## src/include/soc_settings.svh

```systemverilog
`ifndef SOC_SETTINGS_SVH
`define SOC_SETTINGS_SVH

// clock cycles per microsecond
`define FMAX_MHZ 27

// clock cycles per serial bit, kept short for simulation
`define UART_CLKS_PER_BIT 16

// data RAM depth in 32-bit words
`define RAM_WORDS 256

// device register region
`define MMIO_BASE (32'hF000_0000)

// register offsets from MMIO_BASE
`define OFS_UART_TX   (32'h00)
`define OFS_UART_STAT (32'h04)
`define OFS_CYCLE_LO  (32'h08)
`define OFS_TIME_LO   (32'h0C)
`define OFS_TIME_HI   (32'h10)
`define OFS_CMP_LO    (32'h14)
`define OFS_CMP_HI    (32'h18)
`define OFS_GP        (32'h1C)
`define OFS_EXIT      (32'h20)

`endif

```

## src/hdl/soc_pkg.sv

```systemverilog
package soc_pkg;

    // data port request opcode
    typedef enum logic [1:0] {
        OP_NONE  = 2'd0,
        OP_LOAD  = 2'd1,
        OP_STORE = 2'd2
    } mem_op_e;

    // decoded target of a data request
    typedef enum logic [3:0] {
        SEL_RAM       = 4'd0,
        SEL_UART_TX   = 4'd1,
        SEL_UART_STAT = 4'd2,
        SEL_CYCLE_LO  = 4'd3,
        SEL_TIME_LO   = 4'd4,
        SEL_TIME_HI   = 4'd5,
        SEL_CMP_LO    = 4'd6,
        SEL_CMP_HI    = 4'd7,
        SEL_GP        = 4'd8,
        SEL_EXIT      = 4'd9,
        // anything outside RAM and the device registers
        SEL_NONE      = 4'd15
    } mmio_sel_e;

    // serial transmitter states, one frame is start, 8 data, stop
    typedef enum logic [1:0] {
        UART_IDLE  = 2'd0,
        UART_START = 2'd1,
        UART_DATA  = 2'd2,
        UART_STOP  = 2'd3
    } uart_state_e;

endpackage

```

## src/hdl/uart_tx_fsm.sv

```systemverilog
`include "soc_settings.svh"

module uart_tx_fsm import soc_pkg::*; (
    input  logic       clkConstrained,
    input  logic       rst_n,
    input  logic       tx_start,
    input  logic [7:0] tx_byte,
    output logic       tx,
    output logic       tx_busy
);

    localparam int BAUD_W = $clog2(`UART_CLKS_PER_BIT + 1);
    localparam logic [BAUD_W-1:0] BAUD_LAST = BAUD_W'(`UART_CLKS_PER_BIT - 1);

    uart_state_e       state;
    logic [BAUD_W-1:0] baud_cnt;
    logic [2:0]        bit_idx;
    logic [7:0]        shift_q;
    logic              bit_done;

    // last cycle of the current bit period
    assign bit_done = (baud_cnt == BAUD_LAST);
    assign tx_busy  = (state != UART_IDLE);

    always_ff @(posedge clkConstrained or negedge rst_n) begin
        if (!rst_n) begin
            state    <= UART_IDLE;
            baud_cnt <= '0;
            bit_idx  <= '0;
            shift_q  <= '0;
            tx       <= 1'b1;
        end else begin
            case (state)
                UART_IDLE: begin
                    baud_cnt <= '0;
                    bit_idx  <= '0;
                    // start bit goes out on the same edge the byte is taken
                    if (tx_start) begin
                        shift_q <= tx_byte;
                        tx      <= 1'b0;
                        state   <= UART_START;
                    end
                end
                UART_START: begin
                    if (bit_done) begin
                        baud_cnt <= '0;
                        tx       <= shift_q[0];
                        state    <= UART_DATA;
                    end else begin
                        baud_cnt <= baud_cnt + 1'b1;
                    end
                end
                UART_DATA: begin
                    if (bit_done) begin
                        baud_cnt <= '0;
                        if (bit_idx == 3'd7) begin
                            tx    <= 1'b1;
                            state <= UART_STOP;
                        end else begin
                            // lsb first
                            bit_idx <= bit_idx + 3'd1;
                            shift_q <= shift_q >> 1;
                            tx      <= shift_q[1];
                        end
                    end else begin
                        baud_cnt <= baud_cnt + 1'b1;
                    end
                end
                UART_STOP: begin
                    if (bit_done) begin
                        baud_cnt <= '0;
                        state    <= UART_IDLE;
                    end else begin
                        baud_cnt <= baud_cnt + 1'b1;
                    end
                end
                default: begin
                    tx    <= 1'b1;
                    state <= UART_IDLE;
                end
            endcase
        end
    end

endmodule

```

## config.mk

```make
export PLATFORM = sky130hd
export DESIGN_NAME = uart_tx_fsm
export DESIGN_NICKNAME = d
export VERILOG_FILES = /design/src/hdl/soc_pkg.sv /design/src/hdl/uart_tx_fsm.sv
export VERILOG_INCLUDE_DIRS = /design/src /design/src/include
export SDC_FILE = /design/constraint.sdc
export NUM_CORES = 1
export LEC_CHECK = 0
export BUFFER_PORTS_ARGS = -buffer_cell sky130_fd_sc_hd__buf_2
export CAP_MARGIN = 20
export CORE_MARGIN = 2
export CORE_UTILIZATION = 52
export DETAILED_ROUTE_END_ITERATION = 12
export PLACE_DENSITY_LB_ADDON = 0.05
export SYNTH_ARGS = -nofsm -noshare
export SYNTH_HDL_FRONTEND = slang
export SYNTH_SLANG_ARGS = --single-unit
```

## constraint.sdc

```tcl
create_clock -name clkConstrained -period 1.73 [get_ports clkConstrained]
set_input_delay 0.4325 -clock clkConstrained [delete_from_list [all_inputs] [get_ports clkConstrained]]
set_output_delay 0.4325 -clock clkConstrained [all_outputs]
set_load 0.01 [all_outputs]
```

======== Word level (Yosys, flattened, before mapping) ========
Cells that the tools add are included.
storage, ports and cells
  register bits after elaboration ......... 19
operators by class
  add/subtract/negate cells ............... 2
  mux-type cells .......................... 20
  eq/ne operators ......................... 11
  reduce and logical (&&, ||, !) cells .... 9
operators with widths
  operator             count
  $mux 8               3
  $pmux 8 s2           1
  $ne 2x2->1 const B   6
  $mux 2               5
  $pmux 5 s2           1
  $pmux 2 s4           1
  $reduce_and 4->1     2
  $mux 3               2
  $pmux 3 s2           1
  $add 5x1->5 const B  1
  $eq 5x4->1 const B   1
  $mux 5               1
  $reduce_and 5->1     1
  $eq 2x2->1 const B   2
  $mux 1               4
  $reduce_bool 2->1    2
  $add 3x1->3 const B  1
  $eq 3x3->1 const B   1
  $pmux 1 s3           1
  $reduce_and 3->1     1
  $reduce_bool 3->1    1
  $reduce_or 3->1      1
  $eq 2x1->1 const B   1
  $logic_not 2->1      1

======== Depth between registers and ports, before layout ========
  depth in word-level cells ............... 4
  gate-level depth with buffers ........... 7

======== Worst setup path before layout ========
No wires, ideal clock.
  kind .................................... flip-flop to flip-flop
  start ................................... reg state[0]
  end ..................................... reg tx
  buffers on the path ..................... 1
  clock period less this slack ............ 1.631 ns
  stages on the path, launching flop included .. 7
  arrival time ............................ 1.543 ns
  required time ........................... 1.642 ns
  slack ................................... 0.099 ns
  cells stage by stage .................... dfrtp_1 -> inv_1 -> ha_1 -> nor2b_4 -> buf_6 -> a221o_1 -> or3_1
on the way
  word-level cells in the longest chain between the ends .. 3
  elaborated cells on any way between the ends .. 9
ends and longest elaborated chain
  what                                                              line               text
  start, declared                                                   uart_tx_fsm.sv:15  uart_state_e state;
  start signal, assigned                                            uart_tx_fsm.sv:27  state <= UART_IDLE;
  start signal, assigned                                            uart_tx_fsm.sv:41  state <= UART_START;
  start signal, assigned                                            uart_tx_fsm.sv:48  state <= UART_DATA;
  $eq 2x1->1, or another cell as far along                          uart_tx_fsm.sv:33  case (state)
  $ne 2x2->1 (no source line) or $reduce_bool 3->1 (tied branches)  n/a
  $reduce_and 4->1 (no source line)                                 n/a
  end signal, assigned                                              uart_tx_fsm.sv:47  tx <= shift_q[0];
  end signal, assigned                                              uart_tx_fsm.sv:63  tx <= shift_q[1];
  end, declared                                                     uart_tx_fsm.sv:8   output logic tx,
Several ways; a longest one is shown, not always the timed one.
A chain may end at the register's enable or synchronous reset.

======== Final worst setup path ========
  start ................................... reg state[0]
  end ..................................... out tx_busy
on the way
  word-level cells in the longest chain between the ends .. 1
ends and longest elaborated chain
  what               line               text
  $reduce_bool 2->1  uart_tx_fsm.sv:23  assign tx_busy = (state != UART_IDLE);
  end, declared      uart_tx_fsm.sv:9   output logic tx_busy
Every way passes these cells.

==> flow_summary_export.csv <==
group,metric,value,unit
clock_network,cts_tree,"done",
pwr,swShare,21.35,%
synth,yosysTopAreaCellShare,35.12,%
setup_path,reg2reg_to,"tx",
setup_path,worst_setup_path_end_kind,"primary output",
die,initial_core_util,56.35,%
setup_path,cp.required,1300,ps
sta,fin_crit,1643,ps
die,core,2276,µm²
grt,gr-max-usage-layer,"met2",
final_layout,fin_nets,176,
setup_path,crit_fanout,14,
synth,synth_area,1282,µm²
synth,synth_top_area_cell,"dfrtp_1",
run_status,status,"finished clean",
drt,drc,0,
sta,slew_viol_final,0,
sta,finalHoldViolations,0,
final_layout,diodes,0,
pwr,peakVddDrop,457.3,µV
place,routabilityCongestion,0.7923,
die,dieHeight,53.66,µm
synth,synth_edf_count,0,
synth,synth.avg_cell_area,9.361,µm²
die,die_width,53.66,µm
final_layout,area_growth,15.71,%
pwr,clock_power_share,32.1,%
grt,met3_usage,4.167,%
die,io_pins,13,
sta,worst_slew_pin_slew,435.0,ps
final_layout,stdcell_count,184,
setup_path,r2r_start,"state[0]",
synth,syn_inst,137,
final_layout,drive_gt1_share,28.85,%
run,maxCapViolCount,0,
final_layout,stdcell_area,1484,µm²
place,dp.cells,175,
pwr,p_int,0.5437,mW
synth,synth_area_leaders,"dfrtp_1 (35%), ha_1 (7.8%), a311oi_1 (4.8%)",
synth,synth-seq-area-share,37.17,%
grt,grt_pass1_vias,1027,
final_layout,fill_cells,192,
clock_network,clk_pin_slew_worst_paths,110,ps
synth,synth_nets,156,
clock_network,cts_root_buf,"clkbuf_4",
pwr,power_frac_seq,64.2,%
pwr,p_per_area,465.8,nW/µm²
drt,vias,1118,
synth,ys_types,46,
setup_path,critPathLaunchType,"flip-flop",
min_path,hp-class,"input pin to asynchronous set/reset pin",
place,dpl.hpwl,1985,µm
clock_network,clock_latency,290,ps
grt,grt_overflow_total,0,
grt,grt_usage,22.28,%
grt,grtUsageMet2,37.40,%
clock_network,numCtsBuffers,3,
grt,grt_antenna_before_repair,0,
die,die-area,2879,µm²
setup_path,rr_worst_depth,5,
drt,detail-route-antenna-nets,0,
pwr,p_leak,0.6624,nW
drt,initialDrtViolationCount,18,
sta,max_freq,608.7,MHz
synth,yosysWarnings,0,
synth,synth_most_common_cell,"dfrtp_1",
synth,ys_ff_latch,19,
place,place_area,1384,µm²
setup_path,arrival,1210,ps
clock_network,clock-sinks,19,
sta,finClkSkew,4.050,ps
clock_network,h-tree-depth,1,
grt,use_met1,28.92,%
sta,setup_violations,0,
setup_path,r2r_slack,110,ps
grt,grt_start_max_net_pins,20,
sta,max-slew-margin-rel,71.00,%
setup_path,startpoint,"state[0]",
place,portBuffers,12,
sta,fin_crit_sh,94.97,%
pwr,p_comb_share,3.7,%
drt,dr.pass1.iters,4,
grt,grt_pass1_wl,4629,µm
setup_path,critical_path_class,"flip-flop to primary output",
pwr,switchingPower,0.1476,mW
drt,wirelength,2777,µm
drt,wl_per_cell,15.09,µm
synth,synthArstFlopShare,100.0,%
clock_network,clk_path_buf_depth,2,
die,rows,17,
clock_network,postCtsHoldBufs,0,
synth,synth_flop_cell,"dfrtp_1",
synth,synthTopCellsByCount,"dfrtp_1 (18), inv_1 (14), ha_1 (8), nand2_1 (8)",
drt,viasPerCell,6.076,
[worst max-delay path by stage]
stage	endpoint	slack [ps]	depth (start not counted)
floorplan	tx	100	6
global placement	shift_q[3]	50	5
detailed placement	shift_q[3]	20	5
CTS	tx_busy	3	5
global route	tx_busy	-0.3	4
finish	tx_busy	90	4
[cells by family after synthesis]
kind of cell / after synthesis / share of synthesized area, %
adders and majority gates: 8 / 7.805
AOI/OAI and AO/OA: 28 / 17.07
DFF: 19 / 37.17
and+or+nand+nor: 56 / 28.10
muxes: 1 / 0.7805
buffers and inverters: 23 / 7.707
xor gates and xnor gates: 2 / 1.366
[per-layer routing]
layer,part of all wire [%],vias up
met1,48,542
met2,48,19
met3,2.4,4
li1,-,553
met4,1.1,0
met5,0,-
[worst max-delay path: stages, from the launching register on]
cell and delay, ps:
dfrtp_1 410, inv_2 100, ha_4 220, inv_1 60
buf_2 130
[through the flow]
step	utilization [%]	setup TNS, ps	power [mW]	setup slack, ps	hold slack, ps
floorplan	-	0	0.4583	99.48	136.9
global placement	60.80	0	0.4775	51.36	394.7
detailed placement	60.80	0	0.4787	19.63	399.5
CTS	63.33	0	0.7041	3.175	71.38
global route	65.20	-0.3224	0.7282	-0.3224	85.44
finish	65.20	0	0.6913	87.10	66.54
[power by group through the flow]
stage	Sequential (mW)	Combinational, mW	Clock, mW
floorplan	0.453	0.00563	0
global placement	0.453	0.0250	0
detailed placement	0.453	0.0261	0
CTS	0.444	0.0263	0.234
global route	0.444	0.0295	0.255
finish	0.444	0.0254	0.222
[layout make-up]
cell class	instances	area, µm²	area share (%)
Clock buffer	4	26.28	1.771
Tap cell	28	35.03	2.361
Timing Repair Buffer	24	150.1	10.12
Multi-Input combinational cell	95	743.2	50.08
Inverter	14	52.55	3.541
Sequential cell	19	476.7	32.12
[cell usage in the layout (no fill, tap or decap), drive strengths merged, types with 2 or more instances in the layout]
master / instances
buf: 24
dfrtp: 18
inv: 14
nand2: 9
ha: 8
or2: 8
nand3b: 7
a21oi: 7
a311oi: 7
nor4: 7
nand4: 4
nor2: 4
clkbuf: 4
and3: 3
nand3: 3
nor3: 2
nand4b: 2
o211ai: 2
o21ai: 2
a2111oi: 2
[sequential cells by signal (all words and copies together), names as in the netlist]
signal,count
tx,1
state,2
shift_q,8
bit_idx,3
baud_cnt,5
[what timing repair did]
action | in CTS | in global routing
setup buffers | 2 | 4
gates resized for setup | 6 | 7
pin swaps | 1 | 1
setup endpoints to repair | 3 | 12
(Power assumes the default switching activity.)
