[src/include/soc_settings.svh]
`ifndef SOC_SETTINGS_SVH
`define SOC_SETTINGS_SVH

// clock cycles per microsecond
`define FMAX_MHZ 27

// clock cycles per serial bit, kept short for simulation
`define UART_CLKS_PER_BIT 16

// data RAM depth in 32-bit words
`define RAM_WORDS 256

// device register region
`define MMIO_BASE (32'hF000_0000)

// register offsets from MMIO_BASE
`define OFS_UART_TX   (32'h00)
`define OFS_UART_STAT (32'h04)
`define OFS_CYCLE_LO  (32'h08)
`define OFS_TIME_LO   (32'h0C)
`define OFS_TIME_HI   (32'h10)
`define OFS_CMP_LO    (32'h14)
`define OFS_CMP_HI    (32'h18)
`define OFS_GP        (32'h1C)
`define OFS_EXIT      (32'h20)

`endif

[src/hdl/soc_pkg.sv]
package soc_pkg;

    // data port request opcode
    typedef enum logic [1:0] {
        OP_NONE  = 2'd0,
        OP_LOAD  = 2'd1,
        OP_STORE = 2'd2
    } mem_op_e;

    // decoded target of a data request
    typedef enum logic [3:0] {
        SEL_RAM       = 4'd0,
        SEL_UART_TX   = 4'd1,
        SEL_UART_STAT = 4'd2,
        SEL_CYCLE_LO  = 4'd3,
        SEL_TIME_LO   = 4'd4,
        SEL_TIME_HI   = 4'd5,
        SEL_CMP_LO    = 4'd6,
        SEL_CMP_HI    = 4'd7,
        SEL_GP        = 4'd8,
        SEL_EXIT      = 4'd9,
        // anything outside RAM and the device registers
        SEL_NONE      = 4'd15
    } mmio_sel_e;

    // serial transmitter states, one frame is start, 8 data, stop
    typedef enum logic [1:0] {
        UART_IDLE  = 2'd0,
        UART_START = 2'd1,
        UART_DATA  = 2'd2,
        UART_STOP  = 2'd3
    } uart_state_e;

endpackage

[src/hdl/mem_bus.sv]
`include "soc_settings.svh"

module mem_bus import soc_pkg::*; (
    input  logic        clkConstrained,
    input  logic        rst_n,
    input  logic        req_valid,
    input  mem_op_e     req_op,
    input  logic [31:0] req_addr,
    input  logic [31:0] req_wdata,
    input  logic [31:0] ram_rdata,
    input  logic [63:0] cycle_count,
    input  logic [63:0] time_count,
    input  logic [63:0] time_cmp,
    input  logic        tx_busy,
    output logic        resp_valid,
    output logic [31:0] resp_rdata,
    output logic        ram_we,
    output logic [7:0]  ram_addr,
    output logic [31:0] ram_wdata,
    output logic        cmp_wr_lo,
    output logic        cmp_wr_hi,
    output logic [31:0] cmp_wdata,
    output logic        tx_start,
    output logic [7:0]  tx_byte,
    output logic [31:0] gp,
    output logic        exited
);

    logic [31:0] word_addr;
    logic        is_load;
    logic        is_store;
    mmio_sel_e   sel;
    mmio_sel_e   resp_sel_q;
    logic        resp_load_q;
    logic [31:0] reg_val;
    logic [31:0] reg_val_q;

    // byte lanes are not decoded
    assign word_addr = {req_addr[31:2], 2'b00};
    assign is_load   = req_valid && (req_op == OP_LOAD);
    assign is_store  = req_valid && (req_op == OP_STORE);

    always_comb begin
        if (word_addr < 32'(`RAM_WORDS * 4)) begin
            sel = SEL_RAM;
        end else begin
            case (word_addr)
                `MMIO_BASE + `OFS_UART_TX:   sel = SEL_UART_TX;
                `MMIO_BASE + `OFS_UART_STAT: sel = SEL_UART_STAT;
                `MMIO_BASE + `OFS_CYCLE_LO:  sel = SEL_CYCLE_LO;
                `MMIO_BASE + `OFS_TIME_LO:   sel = SEL_TIME_LO;
                `MMIO_BASE + `OFS_TIME_HI:   sel = SEL_TIME_HI;
                `MMIO_BASE + `OFS_CMP_LO:    sel = SEL_CMP_LO;
                `MMIO_BASE + `OFS_CMP_HI:    sel = SEL_CMP_HI;
                `MMIO_BASE + `OFS_GP:        sel = SEL_GP;
                `MMIO_BASE + `OFS_EXIT:      sel = SEL_EXIT;
                default:                     sel = SEL_NONE;
            endcase
        end
    end

    // write strobes to the blocks
    assign ram_we    = is_store && (sel == SEL_RAM);
    assign ram_addr  = req_addr[9:2];
    assign ram_wdata = req_wdata;
    assign cmp_wr_lo = is_store && (sel == SEL_CMP_LO);
    assign cmp_wr_hi = is_store && (sel == SEL_CMP_HI);
    assign cmp_wdata = req_wdata;
    assign tx_start  = is_store && (sel == SEL_UART_TX);
    assign tx_byte   = req_wdata[7:0];

    // register value seen at the request edge
    always_comb begin
        case (sel)
            SEL_UART_STAT: reg_val = {31'd0, tx_busy};
            SEL_CYCLE_LO:  reg_val = cycle_count[31:0];
            SEL_TIME_LO:   reg_val = time_count[31:0];
            SEL_TIME_HI:   reg_val = time_count[63:32];
            SEL_CMP_LO:    reg_val = time_cmp[31:0];
            SEL_CMP_HI:    reg_val = time_cmp[63:32];
            SEL_GP:        reg_val = gp;
            SEL_EXIT:      reg_val = {31'd0, exited};
            default:       reg_val = '0;
        endcase
    end

    always_ff @(posedge clkConstrained or negedge rst_n) begin
        if (!rst_n) begin
            resp_valid  <= 1'b0;
            resp_load_q <= 1'b0;
        end else begin
            resp_valid  <= is_load || is_store;
            resp_load_q <= is_load;
        end
    end

    always_ff @(posedge clkConstrained) begin
        resp_sel_q <= sel;
        reg_val_q  <= reg_val;
    end

    // stores answer with zero
    assign resp_rdata = !resp_load_q ? '0 :
                        (resp_sel_q == SEL_RAM) ? ram_rdata : reg_val_q;

    // gp freezes once the exit latch is set
    always_ff @(posedge clkConstrained or negedge rst_n) begin
        if (!rst_n) begin
            gp     <= '0;
            exited <= 1'b0;
        end else begin
            if (is_store && (sel == SEL_GP) && !exited) begin
                gp <= req_wdata;
            end
            if (is_store && (sel == SEL_EXIT)) begin
                exited <= 1'b1;
            end
        end
    end

endmodule

[config.mk]
export PLATFORM = sky130hd
export DESIGN_NAME = mem_bus
export DESIGN_NICKNAME = d
export VERILOG_FILES = /design/src/hdl/soc_pkg.sv /design/src/hdl/mem_bus.sv
export VERILOG_INCLUDE_DIRS = /design/src /design/src/include
export SDC_FILE = /design/constraint.sdc
export NUM_CORES = 1
export LEC_CHECK = 0
export ABC_CLOCK_PERIOD_IN_PS = 3200
export BUFFER_PORTS_ARGS = -buffer_cell sky130_fd_sc_hd__buf_2
export CORE_AREA = 2 2 174 176
export CTS_BUF_LIST = sky130_fd_sc_hd__clkbuf_4 sky130_fd_sc_hd__clkbuf_8
export CTS_CLUSTER_DIAMETER = 200
export DETAILED_ROUTE_END_ITERATION = 10
export DIE_AREA = 0 0 176 178
export PLACE_DENSITY = 0.4
export REMOVE_ABC_BUFFERS = 1
export SLEW_MARGIN = 20
export SYNTH_ARGS = -nofsm -noshare
export SYNTH_HDL_FRONTEND = slang
export SYNTH_SLANG_ARGS = --single-unit
[constraint.sdc]
create_clock -name clkConstrained -period 3.2 [get_ports clkConstrained]
set_input_delay 0.64 -clock clkConstrained [delete_from_list [all_inputs] [get_ports clkConstrained]]
set_output_delay 0.64 -clock clkConstrained [all_outputs]
set_load 0.02 [all_outputs]
### Word level (Yosys, flattened, before mapping)

Cells that the tools add are included.

| operators by class | value |
|---|---|
| add/subtract/negate cells | 0 |
| multipliers | 0 |
| divide/modulo/power cells | 0 |
| $lt $le $gt $ge | 1 |
| eq/ne operators | 20 |
| shift-type cells | 0 |
| mux-type cells | 5 |
| bitwise gates (word level) | 0 |
| reduce and logical (&&, ||, !) cells | 13 |

Operator list:

| operator | count |
|---|---|
| $eq A30 B30 Y1 const B | 9 |
| $pmux W32 S8 | 1 |
| $mux W32 | 2 |
| $pmux W4 S9 | 1 |
| $lt A32 B11 Y1 const B | 1 |
| $eq A4 B3 Y1 const B | 4 |
| $logic_and A1 B1 Y1 | 9 |
| $eq A4 B2 Y1 const B | 2 |
| $eq A4 B4 Y1 const B | 2 |
| $logic_not A4 Y1 | 2 |
| $eq A4 B1 Y1 const B | 1 |
| $mux W4 | 1 |
| $eq A2 B1 Y1 const B | 1 |
| $eq A2 B2 Y1 const B | 1 |
| $logic_not A1 Y1 | 1 |
| $logic_or A1 B1 Y1 | 1 |

| word-level totals | value |
|---|---|
| register bits after elaboration | 71 |
| latch bits | 0 |
| RAM bits | 0 |
| ROM bits | 0 |
| input port bits | 294 |
| logic and storage cells | 45 |
| memories | 0 |

### Longest topological paths before layout

| logic depth | value |
|---|---|
| word-level depth | 6 |
| mapped depth | 8 |
| gate-level depth less buffers | 6 |

### Worst setup path after synthesis

No wires, ideal clock.

| timing path | value |
|---|---|
| path type | input-to-output |
| start | input port req_addr[7] |
| end | output port tx_start |
| arrival | 2402 ps |
| setup slack | 158 ps |
| stages | 5 |
| cells stage by stage | nor4_2 -> nand4_1 -> nor4b_2 -> clkbuf_1 -> and4b_1 |

| between the ends | value |
|---|---|
| cells in the longest elaborated chain, start to end | 5 |

Ends and longest elaborated chain:

| element | RTL line | source |
|---|---|---|
| start: declaration | mem_bus.sv:8 | `input logic [31:0] req_addr,` |
| branches (longest 2 deep; another with $lt A32 B11 Y1) | n/a |  |
| $mux W4 * | mem_bus.sv:44 | `` if (word_addr < 32'(`RAM_WORDS * 4)) begin `` |
| $eq A4 B1 Y1 * | mem_bus.sv:69 | `assign tx_start = is_store && (sel == SEL_UART_TX);` |
| $logic_and A1 B1 Y1 * | mem_bus.sv:69 |  |
| end: declaration | mem_bus.sv:23 | `output logic tx_start,` |

Every way passes the cells marked *.

### Final worst setup path

| timing path | value |
|---|---|
| start | register resp_sel_q[1] |
| end | output port resp_rdata[3] |

| between the ends | value |
|---|---|
| cells in the longest elaborated chain, start to end | 3 |

Ends and longest elaborated chain:

| element | RTL line | source |
|---|---|---|
| start: declaration | mem_bus.sv:33 | `mmio_sel_e resp_sel_q;` |
| start signal: assignment | mem_bus.sv:98 | `resp_sel_q <= sel;` |
| $logic_not A4 Y1 | mem_bus.sv:104 | `(resp_sel_q == SEL_RAM) ? ram_rdata : reg_val_q;` |
| $mux W32 | mem_bus.sv:104 |  |
| $mux W32 | mem_bus.sv:103 | `assign resp_rdata = !resp_load_q ? '0 :` |
| end: declaration | mem_bus.sv:16 | `output logic [31:0] resp_rdata,` |

No other way between the ends.

==> impl_results.md <==
* Layout fillers at 3285
* Yosys Warn Count at 0
* Synth Instances at 569
* Startpoint types: flop
* Synth cell count leaders: 101 x nand2_1, 81 x buf_4, 38 x nand3_1, 36 x dfxtp_1, 35 x dfrtp_1
* I/O Buffers at 409
* Metal3 WL at 2030 um
* Area Overhead vs Synth at 45.9%
* Cts hold-fix bufs at 0
* Largest net degree at the start of global routing at 36
* Routed len/inst at 19.5 um
* Detailed Place HPWL at approximately 20000 um
* FF+latch area at around 1600 um^2
* Clock root buffer: clkbuf_8
* DRT Pass-1 Iters at 8
* Crit end category: primary output
* First-pass GRT wire length at 35200 um
* Outcome: finished clean
* Top-count cell post-synth: nand2_1
* M1 wire length at between 9000 and 10000 um
* Fraction of registers with async set/reset at 49.3%
* Synth top area cells: dfrtp_1 17%, dfxtp_1 14%, buf_4 12%, mux2_4 8.8%, nand2_1 7.4%
* CTS tree: yes
* Layout cells sized above 1 at 57.3%
* Synth Flop Type: dfxtp_1
* Core area at between 20000 and 30000 um^2
* Clock sink count at 71
* Cell count of the worst reg-to-reg path at 3
* GRT Overall Usage at 15.4%
* CP Data Arrival Time at 2.36 ns
* Die Footprint at 31300 um^2
* Multi-input gate area in the final layout at 2730 um^2
* Worst rel slew slack at 35.6%
* Number of synthesized register bits at 71
* Pwr Total at around 2.1 mW
* PD cells at 281 nW/um^2
* Synth top area share at 17.2%
* Synth area leader: dfrtp_1
* Detail Route Antenna Nets at 0
* Fin crit period at 3.00 ns
* Max-slew violations at 0
* Vias in the first global route at 5812
* Max cap viols at 0
* Met2 wire len at 12800 um
* Post-synthesis sequential area ratio at 31.3%
* Post-synthesis area per instance at between 8 and 9 um^2
* Peak supply drop at 0.166 mV
* CP max FO at 10
* Die H at 178 um
* Number of synthesized flops with an enable pin at 0
* FP Rows at 63
* Routed WL at ~25000 um
* Worst Path Required at between 2 and 3 ns
* Post-Route Skew at 0.0141 ns
* Remaining global-route overflow at 0
* F_max at 334 MHz
* Initial antenna violation count at 1
* FF-to-FF setup slack at 1.47 ns
* Worst slack, placed at 0.216 ns
* Worst Setup EP: resp_rdata[3]
* Critical path class: flop to primary output
* Number of library cell types mapped by synthesis at 53
* Final Setup Violations at 0
* Leakage at approximately 3.8 nW
* Nets at 1198
* HP Class: input pin to asynchronous set/reset pin
* Setup ws final at around 0.2 ns
* Top Ports at 444
* DRC errors left at 0
* Final Hold Vio Count at 0
* Util after Layout at 25.3%
* R2R Path Start: gp[15]$_DFFE_PN0P_
* Worst skew pair latency at 0.37 ns
* Fin crit share at a little over nine tenths
* Die extent in x at roughly 180 um
* Iter 0 DRT Violations at 348
* Detailed-route via count at 5777
* Unrepaired setup endpoints after global routing: false
* Post-Synthesis Cell Area at 5100 um^2
* TritonCTS buffer count at 9
* Initial core utilization at 17.4%
* Reg clk slew, reported paths at 0.09 ns
* Worst-margin pin slew at 0.966 ns
* Crit Reg-Reg Endpoint: reg_val_q[15]$_DFF_P_
* Clock tree buffer depth at 2
* RePlAce Congestion at 0.794
* CP startpoint: resp_sel_q[1]$_DFF_P_
* H-Tree Depth at 3
* DR vias/cell at 4.44
* Post_cts resized at 0
* Post-CTS setup buffers at 0
* Top Layer Used: met4
[state kept, by name, indices dropped and copies added (netlist names)]
signal,flops
gp,32
reg_val_q,32
resp_sel_q,4
exited,1
resp_load_q,1
resp_valid,1
[worst min path at each step]
stage | cells after the start | start | slack, ns | endpoint
global placement | 1 | gp[20]$_DFFE_PN0P_ | 0.51 | gp[20]$_DFFE_PN0P_
finish | 1 | rst_n | 0.42 | gp[31]$_DFFE_PN0P_
global route | 2 | req_op[1] | 0.40 | resp_load_q$_DFF_PN0_
detailed placement | 1 | gp[12]$_DFFE_PN0P_ | 0.52 | gp[12]$_DFFE_PN0P_
CTS | 2 | req_op[1] | 0.40 | resp_load_q$_DFF_PN0_
floorplan | 0 | rst_n | 0.34 | exited$_DFFE_PN0P_
[cell families (layout without fill, tap and decap cells)]
family,count (synthesis),count (layout),synth area share (%)
flops,71,71,31.3
buf+inv,129,469,16.2
compound gates,114,114,20.0
simple gates,220,220,22.7
mux,33,33,9.46
xor+xnor,2,2,0.343
other cells,0,3,0
[layout by cell type, fill, tap and decap left out, drive strengths merged, types with 3 or more instances in the layout]
master | netlist | final
nor4 | 10 | 10
nand2 | 101 | 101
nor2 | 10 | 10
a222oi | 30 | 30
o21ai | 3 | 3
dfxtp | 36 | 36
dfrtp | 35 | 35
and3 | 32 | 32
inv | 4 | 5
diode | 0 | 3
a21oi | 4 | 4
nor4b | 3 | 3
nand4 | 4 | 4
a21boi | 32 | 32
a221o | 31 | 31
or4 | 4 | 4
mux2 | 32 | 32
clkbuf | 33 | 11
nor3 | 5 | 5
buf | 92 | 449
a2111oi | 3 | 3
nand3 | 38 | 38
[cell type report]
class                      count  share of cell area (%)
antenna                        3                   0.101
sequential                    71                    21.4
tap                          390                    6.55
multi-input combinational    369                    36.6
clock inverter                 5                   0.756
timing repair buffer         449                    32.4
inverter                       4                   0.202
clock buffer                  11                    1.95
[routing by layer]
| layer | GRT usage [%] | vias up |
|---|---|---|
| li1 | - | 2710 |
| met1 | 17.9 | 2708 |
| met2 | 28.0 | 328 |
| met3 | 3.01 | 31 |
| met4 | 6.23 | 0 |
| met5 | 0 | - |
[where the power goes]
part | switching (mW) | leakage, nW | internal (mW) | total [mW]
sequential | 0.00393 | 0.778 | 0.891 | 0.895
combinational | 0.216 | 2.93 | 0.174 | 0.390
clock | 0.416 | 0.103 | 0.392 | 0.807
[metrics by stage]
step / hold WS [ns] / cells / area (um^2) / setup TNS, ns
finish: 0.418 / 1302 / 7450 / 0
global route: 0.402 / 1300 / 7440 / 0
CTS: 0.401 / 1299 / 7440 / 0
detailed placement: 0.519 / 1283 / 7240 / 0
global placement: 0.513 / 1283 / 7240 / 0
floorplan: 0.344 / 444 / 4290 / -84.38
[critical path: stages, from the launching register on]
cell and delay [ns]:
dfxtp_1 0.33, nor4_2 0.62, buf_4 0.28, buf_4 0.20, nand2_1 0.07, a21boi_0 0.24
buf_2 0.23
(Power assumes the default switching activity.)
