===== src/include/soc_settings.svh =====
`ifndef SOC_SETTINGS_SVH
`define SOC_SETTINGS_SVH

// clock cycles per microsecond
`define FMAX_MHZ 27

// clock cycles per serial bit, kept short for simulation
`define UART_CLKS_PER_BIT 16

// data RAM depth in 32-bit words
`define RAM_WORDS 256

// device register region
`define MMIO_BASE (32'hF000_0000)

// register offsets from MMIO_BASE
`define OFS_UART_TX   (32'h00)
`define OFS_UART_STAT (32'h04)
`define OFS_CYCLE_LO  (32'h08)
`define OFS_TIME_LO   (32'h0C)
`define OFS_TIME_HI   (32'h10)
`define OFS_CMP_LO    (32'h14)
`define OFS_CMP_HI    (32'h18)
`define OFS_GP        (32'h1C)
`define OFS_EXIT      (32'h20)

`endif


===== src/hdl/timer_unit.sv =====
`include "soc_settings.svh"

module timer_unit (
    input  logic        clkConstrained,
    input  logic        rst_n,
    input  logic        cmp_wr_lo,
    input  logic        cmp_wr_hi,
    input  logic [31:0] cmp_wdata,
    output logic [63:0] cycle_count,
    output logic [63:0] time_count,
    output logic [63:0] time_cmp,
    output logic        timer_irq
);

    localparam int PRESCALE_W = $clog2(`FMAX_MHZ + 1);
    localparam logic [PRESCALE_W-1:0] PRESCALE_LAST = PRESCALE_W'(`FMAX_MHZ - 1);

    logic [PRESCALE_W-1:0] prescale;
    logic                  us_tick;
    logic [63:0]           time_next;
    logic [63:0]           cmp_next;

    // one tick per microsecond
    assign us_tick   = (prescale == PRESCALE_LAST);
    assign time_next = us_tick ? time_count + 64'd1 : time_count;

    // compare register is written one half at a time
    always_comb begin
        cmp_next = time_cmp;
        if (cmp_wr_lo) begin
            cmp_next[31:0] = cmp_wdata;
        end
        if (cmp_wr_hi) begin
            cmp_next[63:32] = cmp_wdata;
        end
    end

    always_ff @(posedge clkConstrained or negedge rst_n) begin
        if (!rst_n) begin
            cycle_count <= '0;
        end else begin
            cycle_count <= cycle_count + 64'd1;
        end
    end

    always_ff @(posedge clkConstrained or negedge rst_n) begin
        if (!rst_n) begin
            prescale   <= '0;
            time_count <= '0;
        end else begin
            prescale   <= us_tick ? '0 : prescale + 1'b1;
            time_count <= time_next;
        end
    end

    // starts at all ones so the interrupt stays low after reset
    always_ff @(posedge clkConstrained or negedge rst_n) begin
        if (!rst_n) begin
            time_cmp <= '1;
        end else begin
            time_cmp <= cmp_next;
        end
    end

    // compare the next values so irq tracks the registered counter exactly
    always_ff @(posedge clkConstrained or negedge rst_n) begin
        if (!rst_n) begin
            timer_irq <= 1'b0;
        end else begin
            timer_irq <= (time_next >= cmp_next);
        end
    end

endmodule


===== config.mk =====
export PLATFORM = sky130hd
export DESIGN_NAME = timer_unit
export DESIGN_NICKNAME = d
export VERILOG_FILES = /design/src/hdl/timer_unit.sv
export VERILOG_INCLUDE_DIRS = /design/src /design/src/include
export SDC_FILE = /design/constraint.sdc
export NUM_CORES = 1
export LEC_CHECK = 0
export BUFFER_PORTS_ARGS = -buffer_cell sky130_fd_sc_hd__buf_2
export CAP_MARGIN = 15
export CORE_ASPECT_RATIO = 0.9
export CORE_MARGIN = 2
export CORE_UTILIZATION = 55
export CTS_BUF_LIST = sky130_fd_sc_hd__clkbuf_8
export CTS_CLUSTER_SIZE = 28
export DETAILED_ROUTE_END_ITERATION = 16
export GPL_ROUTABILITY_DRIVEN = 1
export PLACE_DENSITY = 0.81
export SLEW_MARGIN = 20
export SYNTH_ARGS = -nofsm -noshare
export SYNTH_HDL_FRONTEND = slang
export SYNTH_SLANG_ARGS = --single-unit

===== constraint.sdc =====
create_clock -name clkConstrained -period 5.76 [get_ports clkConstrained]
set_input_delay 1.728 -clock clkConstrained [delete_from_list [all_inputs] [get_ports clkConstrained]]
set_output_delay 1.728 -clock clkConstrained [all_outputs]
set_load 0.02 [all_outputs]

Word-level counts from Yosys, hierarchy flattened:

Index checks and enable logic that the tools add are counted.
Widths: inputs -> output; s select.

* word-level logic and storage cells: 14
* register bits: 198
* bits of input ports: 36
* output and inout bits: 193

* $add $sub $neg: 3
* eq/ne operators: 1
* muxes and demuxes: 4
* order comparisons: 1

Operators with widths (count)
* $add 64x1->64 const B: 2
* $ge 64x64->1: 1
* $mux 32: 2
* $mux 64: 1
* $add 5x1->5 const B: 1
* $eq 5x5->1 const B: 1
* $mux 5: 1

Logic depth before layout (Yosys ltp):

Gate-level depths: netlist of the first run.

* depth in word-level cells: 3
* depth in mapped cells: 17

Worst setup path before layout of the first run:

OpenSTA, ideal clock, no wires.

* path kind: input to register
* from: input cmp_wr_lo
* to: register timer_irq
* cell stages on the path: 10
* buffers on the path: 2
* setup time: 132 ps
* arrival time: 4065 ps
* data required time: 5628 ps
* path slack: 1563 ps
* cells stage by stage: clkbuf_1 > buf_1 > mux2i_1 > ha_1 > a21oi_1 > nand2_1 > a221o_1 > o31a_1 > nor4_1 > o21ai_0

* word-level cells in the longest chain between the ends: 2

Ends and longest elaborated chain
* start, declared: RTL line timer_unit.sv:6 `input logic cmp_wr_lo,`
* $mux 32: RTL line timer_unit.sv:30 `if (cmp_wr_lo) begin`
* $ge 64x64->1: RTL line timer_unit.sv:70 `timer_irq <= (time_next >= cmp_next);`
* end signal, assigned: RTL line timer_unit.sv:70
* end, declared: RTL line timer_unit.sv:12 `output logic timer_irq`

Every way passes these cells.

Worst setup path in the final report of the first run:

* from: register prescale[0]
* to: register timer_irq

* word-level cells in the longest chain between the ends: 3

Ends and longest elaborated chain
* start, declared: RTL line timer_unit.sv:18 `logic [PRESCALE_W-1:0] prescale;`
* start signal, assigned: RTL line timer_unit.sv:51 `prescale <= us_tick ? '0 : prescale + 1'b1;`
* $eq 5x5->1: RTL line timer_unit.sv:24 `assign us_tick = (prescale == PRESCALE_LAST);`
* $mux 64: RTL line timer_unit.sv:25 `assign time_next = us_tick ? time_count + 64'd1 : time_count;`
* named net time_next[31]: RTL line timer_unit.sv:20 `logic [63:0] time_next;`
* $ge 64x64->1: RTL line timer_unit.sv:70

The timed path passes the listed nets, and every way through them passes these cells.

==> results.toml, run 1 <==
[clock_tree]
ctsHoldBuffers = 0
root_buffer = "clkbuf_8"
worstSkewPairLatency_ns = 0.47
clockBufferDepth = 2
numCtsBuffers = 17
cts.sink_count = 198
cts_resized = 0
cts_tree = "yes"
postCtsSetupBuffers = 0
clk_pin_slew_ns = 0.09
cts.htree.levels = 4

[placement]
placedCellCount = 1326
hpwl_um = 18700
port_buffers = 228
gp_congestion = 0.882
place_ws_ns = 1.46

[power]
p_per_area_mw_per_mm2 = 234
p_leak_uw = 0.00627
max-vdd-ir-drop_uv = 199
total_power_uw = 2740

[floorplanning]
dieArea_mm2 = 0.0190
fp-row-count = 46
ios = 229
die_h_um = 131
start_util = 0.561
core_mm2 = 0.0176
die_w_um = 145

[timing]
tns_ns = 0
hold_violations = 0
period_share = 0.728
rsz0062_at_grt = "no"
tightest_slew_ns = 0.956
relSlewSlack = 0.362
min_period_ns = 4.20
setup_viol = 0
finalClockSkew_ns = 0.0121
drv_slew = 0
timing.final.ws_setup_ns = 1.56
fmax_ghz = 0.238

[detailed_routing]
wl_per_cell_um = 17.9
viasPerCell = 5.40
finalWirelength_um = 24300
antenna_left = 0
drc = 0
dr.pass1.iters = 7
drt_iter0_drc = 386
vias = 7339

[critical_path]
reg2reg_from = "prescale[0]$_DFF_PN0_"
endpoint_kind = "flop"
worst-path-max-fanout = 10
worstSetupPathType = "reg2reg"
crit_path_end = "timer_irq$_DFF_PN0_"
cp.required_ns = 6.15
critPathLaunch = "prescale[0]$_DFF_PN0_"
r2r_end = "timer_irq$_DFF_PN0_"
crit_arrival_ns = 4.58
worst-r2r-setup-slack_ns = 1.56
startpoint_type = "flop"
rr_worst_depth = 15

[cells_and_area]
drive_above_1_share = 0.311
final_cell_mix = "227 x buf_2, 134 x dfrtp_1, 91 x xnor2_1, 76 x inv_1, 68 x ha_1"
finalNetCount = 1209
final_common_cell = "buf_2"
layoutNonFillerInstCount = 1359
area_delta_synth_final_pct = 18.6

[logic_synthesis]
synthTopCellsByArea = "dfrtp_1 34%, dfstp_2 17%, ha_1 8.6%, xnor2_1 8.1%, mux2i_1 6.5%"
syn_inst = 871
synth-edff-count = 0
syn_avg_cell_area_um2 = 11.3
synth_warnings = 0
synth_area_leader_cell = "dfrtp_1"
synthArstFlopShare = 1.00
ys_ff_latch = 198
synth_nets = 975
synth_top_area_frac = 0.340
yosys.cell_types.count = 50
yosysSeqAreaShare = 0.510
synth-main-ff-cell = "dfrtp_1"
syn_area_mm2 = 0.00987

[global_routing]
grt_util_met1 = 0.349
grt_pass1_wl_um = 38800
grtUsageTotal = 0.258
grt_pass1_vias = 7201
use_met2 = 0.407
use_met3 = 0.0764
antenna_found_initial = 0
top_usage_layer = "met2"
overflow = 0
grt_max_degree = 121

[run]
drv_cap = 0

[min_path]
min_path_type = "reg2reg"

[outcome]
outcome = "complete, no violations"
==> synthesized netlist by cell type (2+ instances only) <==
cell type	count
dfrtp_1	134
xnor2_1	91
inv_1	75
ha_1	68
dfstp_2	64
mux2i_1	64
nand2_1	57
nand3_1	55
nand4_1	48
xor2_1	34
nor2_1	29
a21oi_1	25
and3_1	17
and4_1	13
a21o_1	12
nor3_1	10
nor4_1	8
o21ai_0	8
buf_1	6
and2_1	5
buf_2	4
clkbuf_1	4
nor2_4	4
nor2b_1	4
mux2_2	2
nand4_2	2
nor3_2	2
nor4_2	2
o211ai_1	2
or4_4	2
==> worst max-delay path: stages, from the launching register on <==
cell and delay (ns):
dfrtp_1 0.43, inv_1 0.08, ha_1 0.15, and4b_1 0.47, nand4_1 0.43, nor2_4 0.44, and2_1 0.36, nand4_2 0.17
xnor2_2 0.17, ha_1 0.30, nand4_1 0.16, nor4_1 0.49, nand2_1 0.08, o21ai_0 0.17, nor4_1 0.06, o21ai_0 0.15
==> worst min-delay path by stage <==
stage                                    startpoint                         to  cells after the start
after floorplan               prescale[0]$_DFF_PN0_      prescale[0]$_DFF_PN0_                      1
after global placement    cycle_count[63]$_DFF_PN0_  cycle_count[63]$_DFF_PN0_                      1
after detailed placement  cycle_count[63]$_DFF_PN0_  cycle_count[63]$_DFF_PN0_                      1
after CTS                 cycle_count[63]$_DFF_PN0_  cycle_count[63]$_DFF_PN0_                      1
after global routing      cycle_count[63]$_DFF_PN0_  cycle_count[63]$_DFF_PN0_                      1
final                     cycle_count[63]$_DFF_PN0_  cycle_count[63]$_DFF_PN0_                      1
==> layout make-up <==
type | instances | area (um2)
repair buffers | 231 | 1180
clock buffers | 20 | 275
inverters | 75 | 282
fillers | 1364 | 5900
flip-flops and latches | 198 | 5030
clock inverters | 12 | 154
multi-input cells | 582 | 4480
diodes | 1 | 2.50
well taps | 240 | 300
==> registers in the layout (all words and copies together), names as in the netlist <==
| signal | count |
|---|---|
| cycle_count | 64 |
| time_cmp | 64 |
| time_count | 64 |
| prescale | 5 |
| timer_irq | 1 |
==> report_power, final <==
part	internal, uW	total [uW]	switching, uW
Clock	464	952	488
Combinational	95.3	296	201
Sequential	1470	1500	27.8
Total	2030	2740	716
==> metrics by stage <==
step	hold slack [ns]	utilization	instance area [um2]
after floorplan	0.454	-	9870
after global placement	0.456	0.641	11300
after detailed placement	0.471	0.641	11300
after CTS	0.488	0.665	11700
after global routing	0.498	0.665	11700
final	0.481	0.665	11700
==> cells by family (layout without fill, tap and decap cells) <==
| family | count (synthesis) | count (layout) | share of synthesized area |
|---|---|---|---|
| adders and majority gates | 68 | 68 | 0.0862 |
| buffers and inverters | 91 | 338 | 0.0362 |
| AOI/OAI and AO/OA | 55 | 55 | 0.0340 |
| xor gates and xnor gates | 127 | 127 | 0.114 |
| and+or+nand+nor | 266 | 266 | 0.152 |
| DFF | 198 | 198 | 0.510 |
| other | 0 | 1 | 0 |
| muxes | 66 | 66 | 0.0672 |
==> per-layer routing <==
layer  up-vias  wire length [um]
met5         -                 0
met4         0               520
met3        33              1880
met2       243             11200
met1      3566             10700
li1       3497                 -
Power figures use the tool's default switching activity.
==> run 2, diff against run 1 <==
- CORE_UTILIZATION: 55 -> 51
- PLACE_DENSITY: 0.81 -> 0.79
- clock period: 5.76 -> 3.59 ns (I/O delays scaled with it)
==> results.toml, run 2 (same netlist as run 1, synthesis figures left out) <==
[outcome]
outcome = "complete, no violations"

[timing]
fmax_ghz = 0.281
tightest_slew_ns = 0.769
period_share = 0.991
relSlewSlack = 0.483
min_period_ns = 3.56
drv_slew = 0
timing.final.ws_setup_ns = 0.0321
finalClockSkew_ns = 0.0127
setup_viol = 0
hold_violations = 0

[power]
p_per_area_mw_per_mm2 = 366
total_power_uw = 4450
max-vdd-ir-drop_uv = 247
p_leak_uw = 0.00651

[floorplanning]
die_h_um = 136
core_mm2 = 0.0191
fp-row-count = 48
die_w_um = 151
start_util = 0.517
ios = 229
dieArea_mm2 = 0.0205

[detailed_routing]
vias = 7564
drc = 0
viasPerCell = 5.38
wl_per_cell_um = 18.5
antenna_left = 0
finalWirelength_um = 26000
drt_iter0_drc = 426
dr.pass1.iters = 5

[global_routing]
grt_pass1_vias = 7606
antenna_found_initial = 3
grtUsageTotal = 0.257
overflow = 0
grt_pass1_wl_um = 40600
grt_max_degree = 71

[clock_tree]
cts_tree = "yes"
clockBufferDepth = 2
numCtsBuffers = 17
cts.sink_count = 198
worstSkewPairLatency_ns = 0.46
cts.htree.levels = 4
clk_pin_slew_ns = 0.10
root_buffer = "clkbuf_8"
ctsHoldBuffers = 0

[placement]
gp_congestion = 0.897
place_ws_ns = -0.00528
port_buffers = 228
hpwl_um = 20100

[cells_and_area]
final_cell_mix = "227 x buf_2, 134 x dfrtp_1, 87 x xnor2_1, 75 x inv_1, 68 x ha_1"
num-fill-cells = 1565
multi_input_area_mm2 = 0.00460
reg.largest.list = "cycle_count x64, time_cmp x64, time_count x64"
diodes = 0
drive_above_1_share = 0.352
finalNetCount = 1246
area_delta_synth_final_pct = 23.2
final_common_cell = "buf_2"
seqCellArea_mm2 = 0.00503

[critical_path]
worst-path-max-fanout = 5
worstSetupPathType = "reg2reg"
crit_arrival_ns = 3.90
cp.required_ns = 3.94
startpoint_type = "flop"
endpoint_kind = "flop"

[run]
drv_cap = 0

[min_path]
min_path_type = "reg2reg"
[run 2: layout make-up]
class,instances,area share
clock buffers,19,0.0215
clock inverters,13,0.0142
repair buffers,268,0.124
inverters,75,0.0231
well taps,250,0.0257
multi-input cells,582,0.378
flip-flops and latches,198,0.414
[run 2: critical path, cell delays in order, from the launching register on]
cell and delay [ns]:
dfrtp_1 0.40, nand4_1 0.18, or4_4 0.63, or2_1 0.27
nor2_4 0.19, and3_4 0.22, xor2_2 0.19, ha_1 0.27
nand4_1 0.14, inv_1 0.05, a221oi_1 0.33, nor3_1 0.10
nor4_2 0.32, o21ai_0 0.13
[run 2: path summary, 6_finish.rpt]
path	cells past startpoint	from	endpoint	slack (ns)
setup reg to reg	13	time_count[9]$_DFF_PN0_	timer_irq$_DFF_PN0_	0.03
hold / removal	1	prescale[0]$_DFF_PN0_	prescale[0]$_DFF_PN0_	0.48
setup / recovery	13	time_count[9]$_DFF_PN0_	timer_irq$_DFF_PN0_	0.03
max in group asynchronous	2	rst_n	time_cmp[16]$_DFF_PN1_	2.06
hold reg to reg	1	prescale[0]$_DFF_PN0_	prescale[0]$_DFF_PN0_	0.48
min in group asynchronous	1	rst_n	time_count[32]$_DFF_PN0_	0.59
[run 2: power breakdown]
group          leakage [uW]  switching [uW]  total [uW]  internal (uW)
Sequential          0.00251            37.7        2390           2360
Clock              0.000216             820        1560            738
Combinational       0.00379             335         496            161
Total               0.00651            1190        4450           3250
[run 2: stage by stage]
stage / area, um2 / TNS (ns) / instances / util / hold WS [ns]
after floorplan: 9870 / 0 / 871 / - / 0.454
after global placement: 11500 / -0.00967 / 1362 / 0.604 / 0.455
after detailed placement: 11500 / -0.00528 / 1362 / 0.604 / 0.471
after CTS: 12000 / 0 / 1394 / 0.626 / 0.486
after global routing: 12200 / -0.0480 / 1405 / 0.637 / 0.510
final: 12200 / 0 / 1405 / 0.637 / 0.479
[run 2: timing repair]
item / CTS / global route
resized for setup: 0 / 26
buffers inserted: 0 / 11
setup endpoints to repair: 0 / 1
[run 2: per-layer routing]
layer / GRT usage / share of wire / up-vias
met2: 0.427 / 0.48 / 262
met1: 0.331 / 0.42 / 3701
met5: 0 / 0.0013 / -
li1: - / - / 3552
met4: 0.0665 / 0.022 / 4
met3: 0.0768 / 0.078 / 45
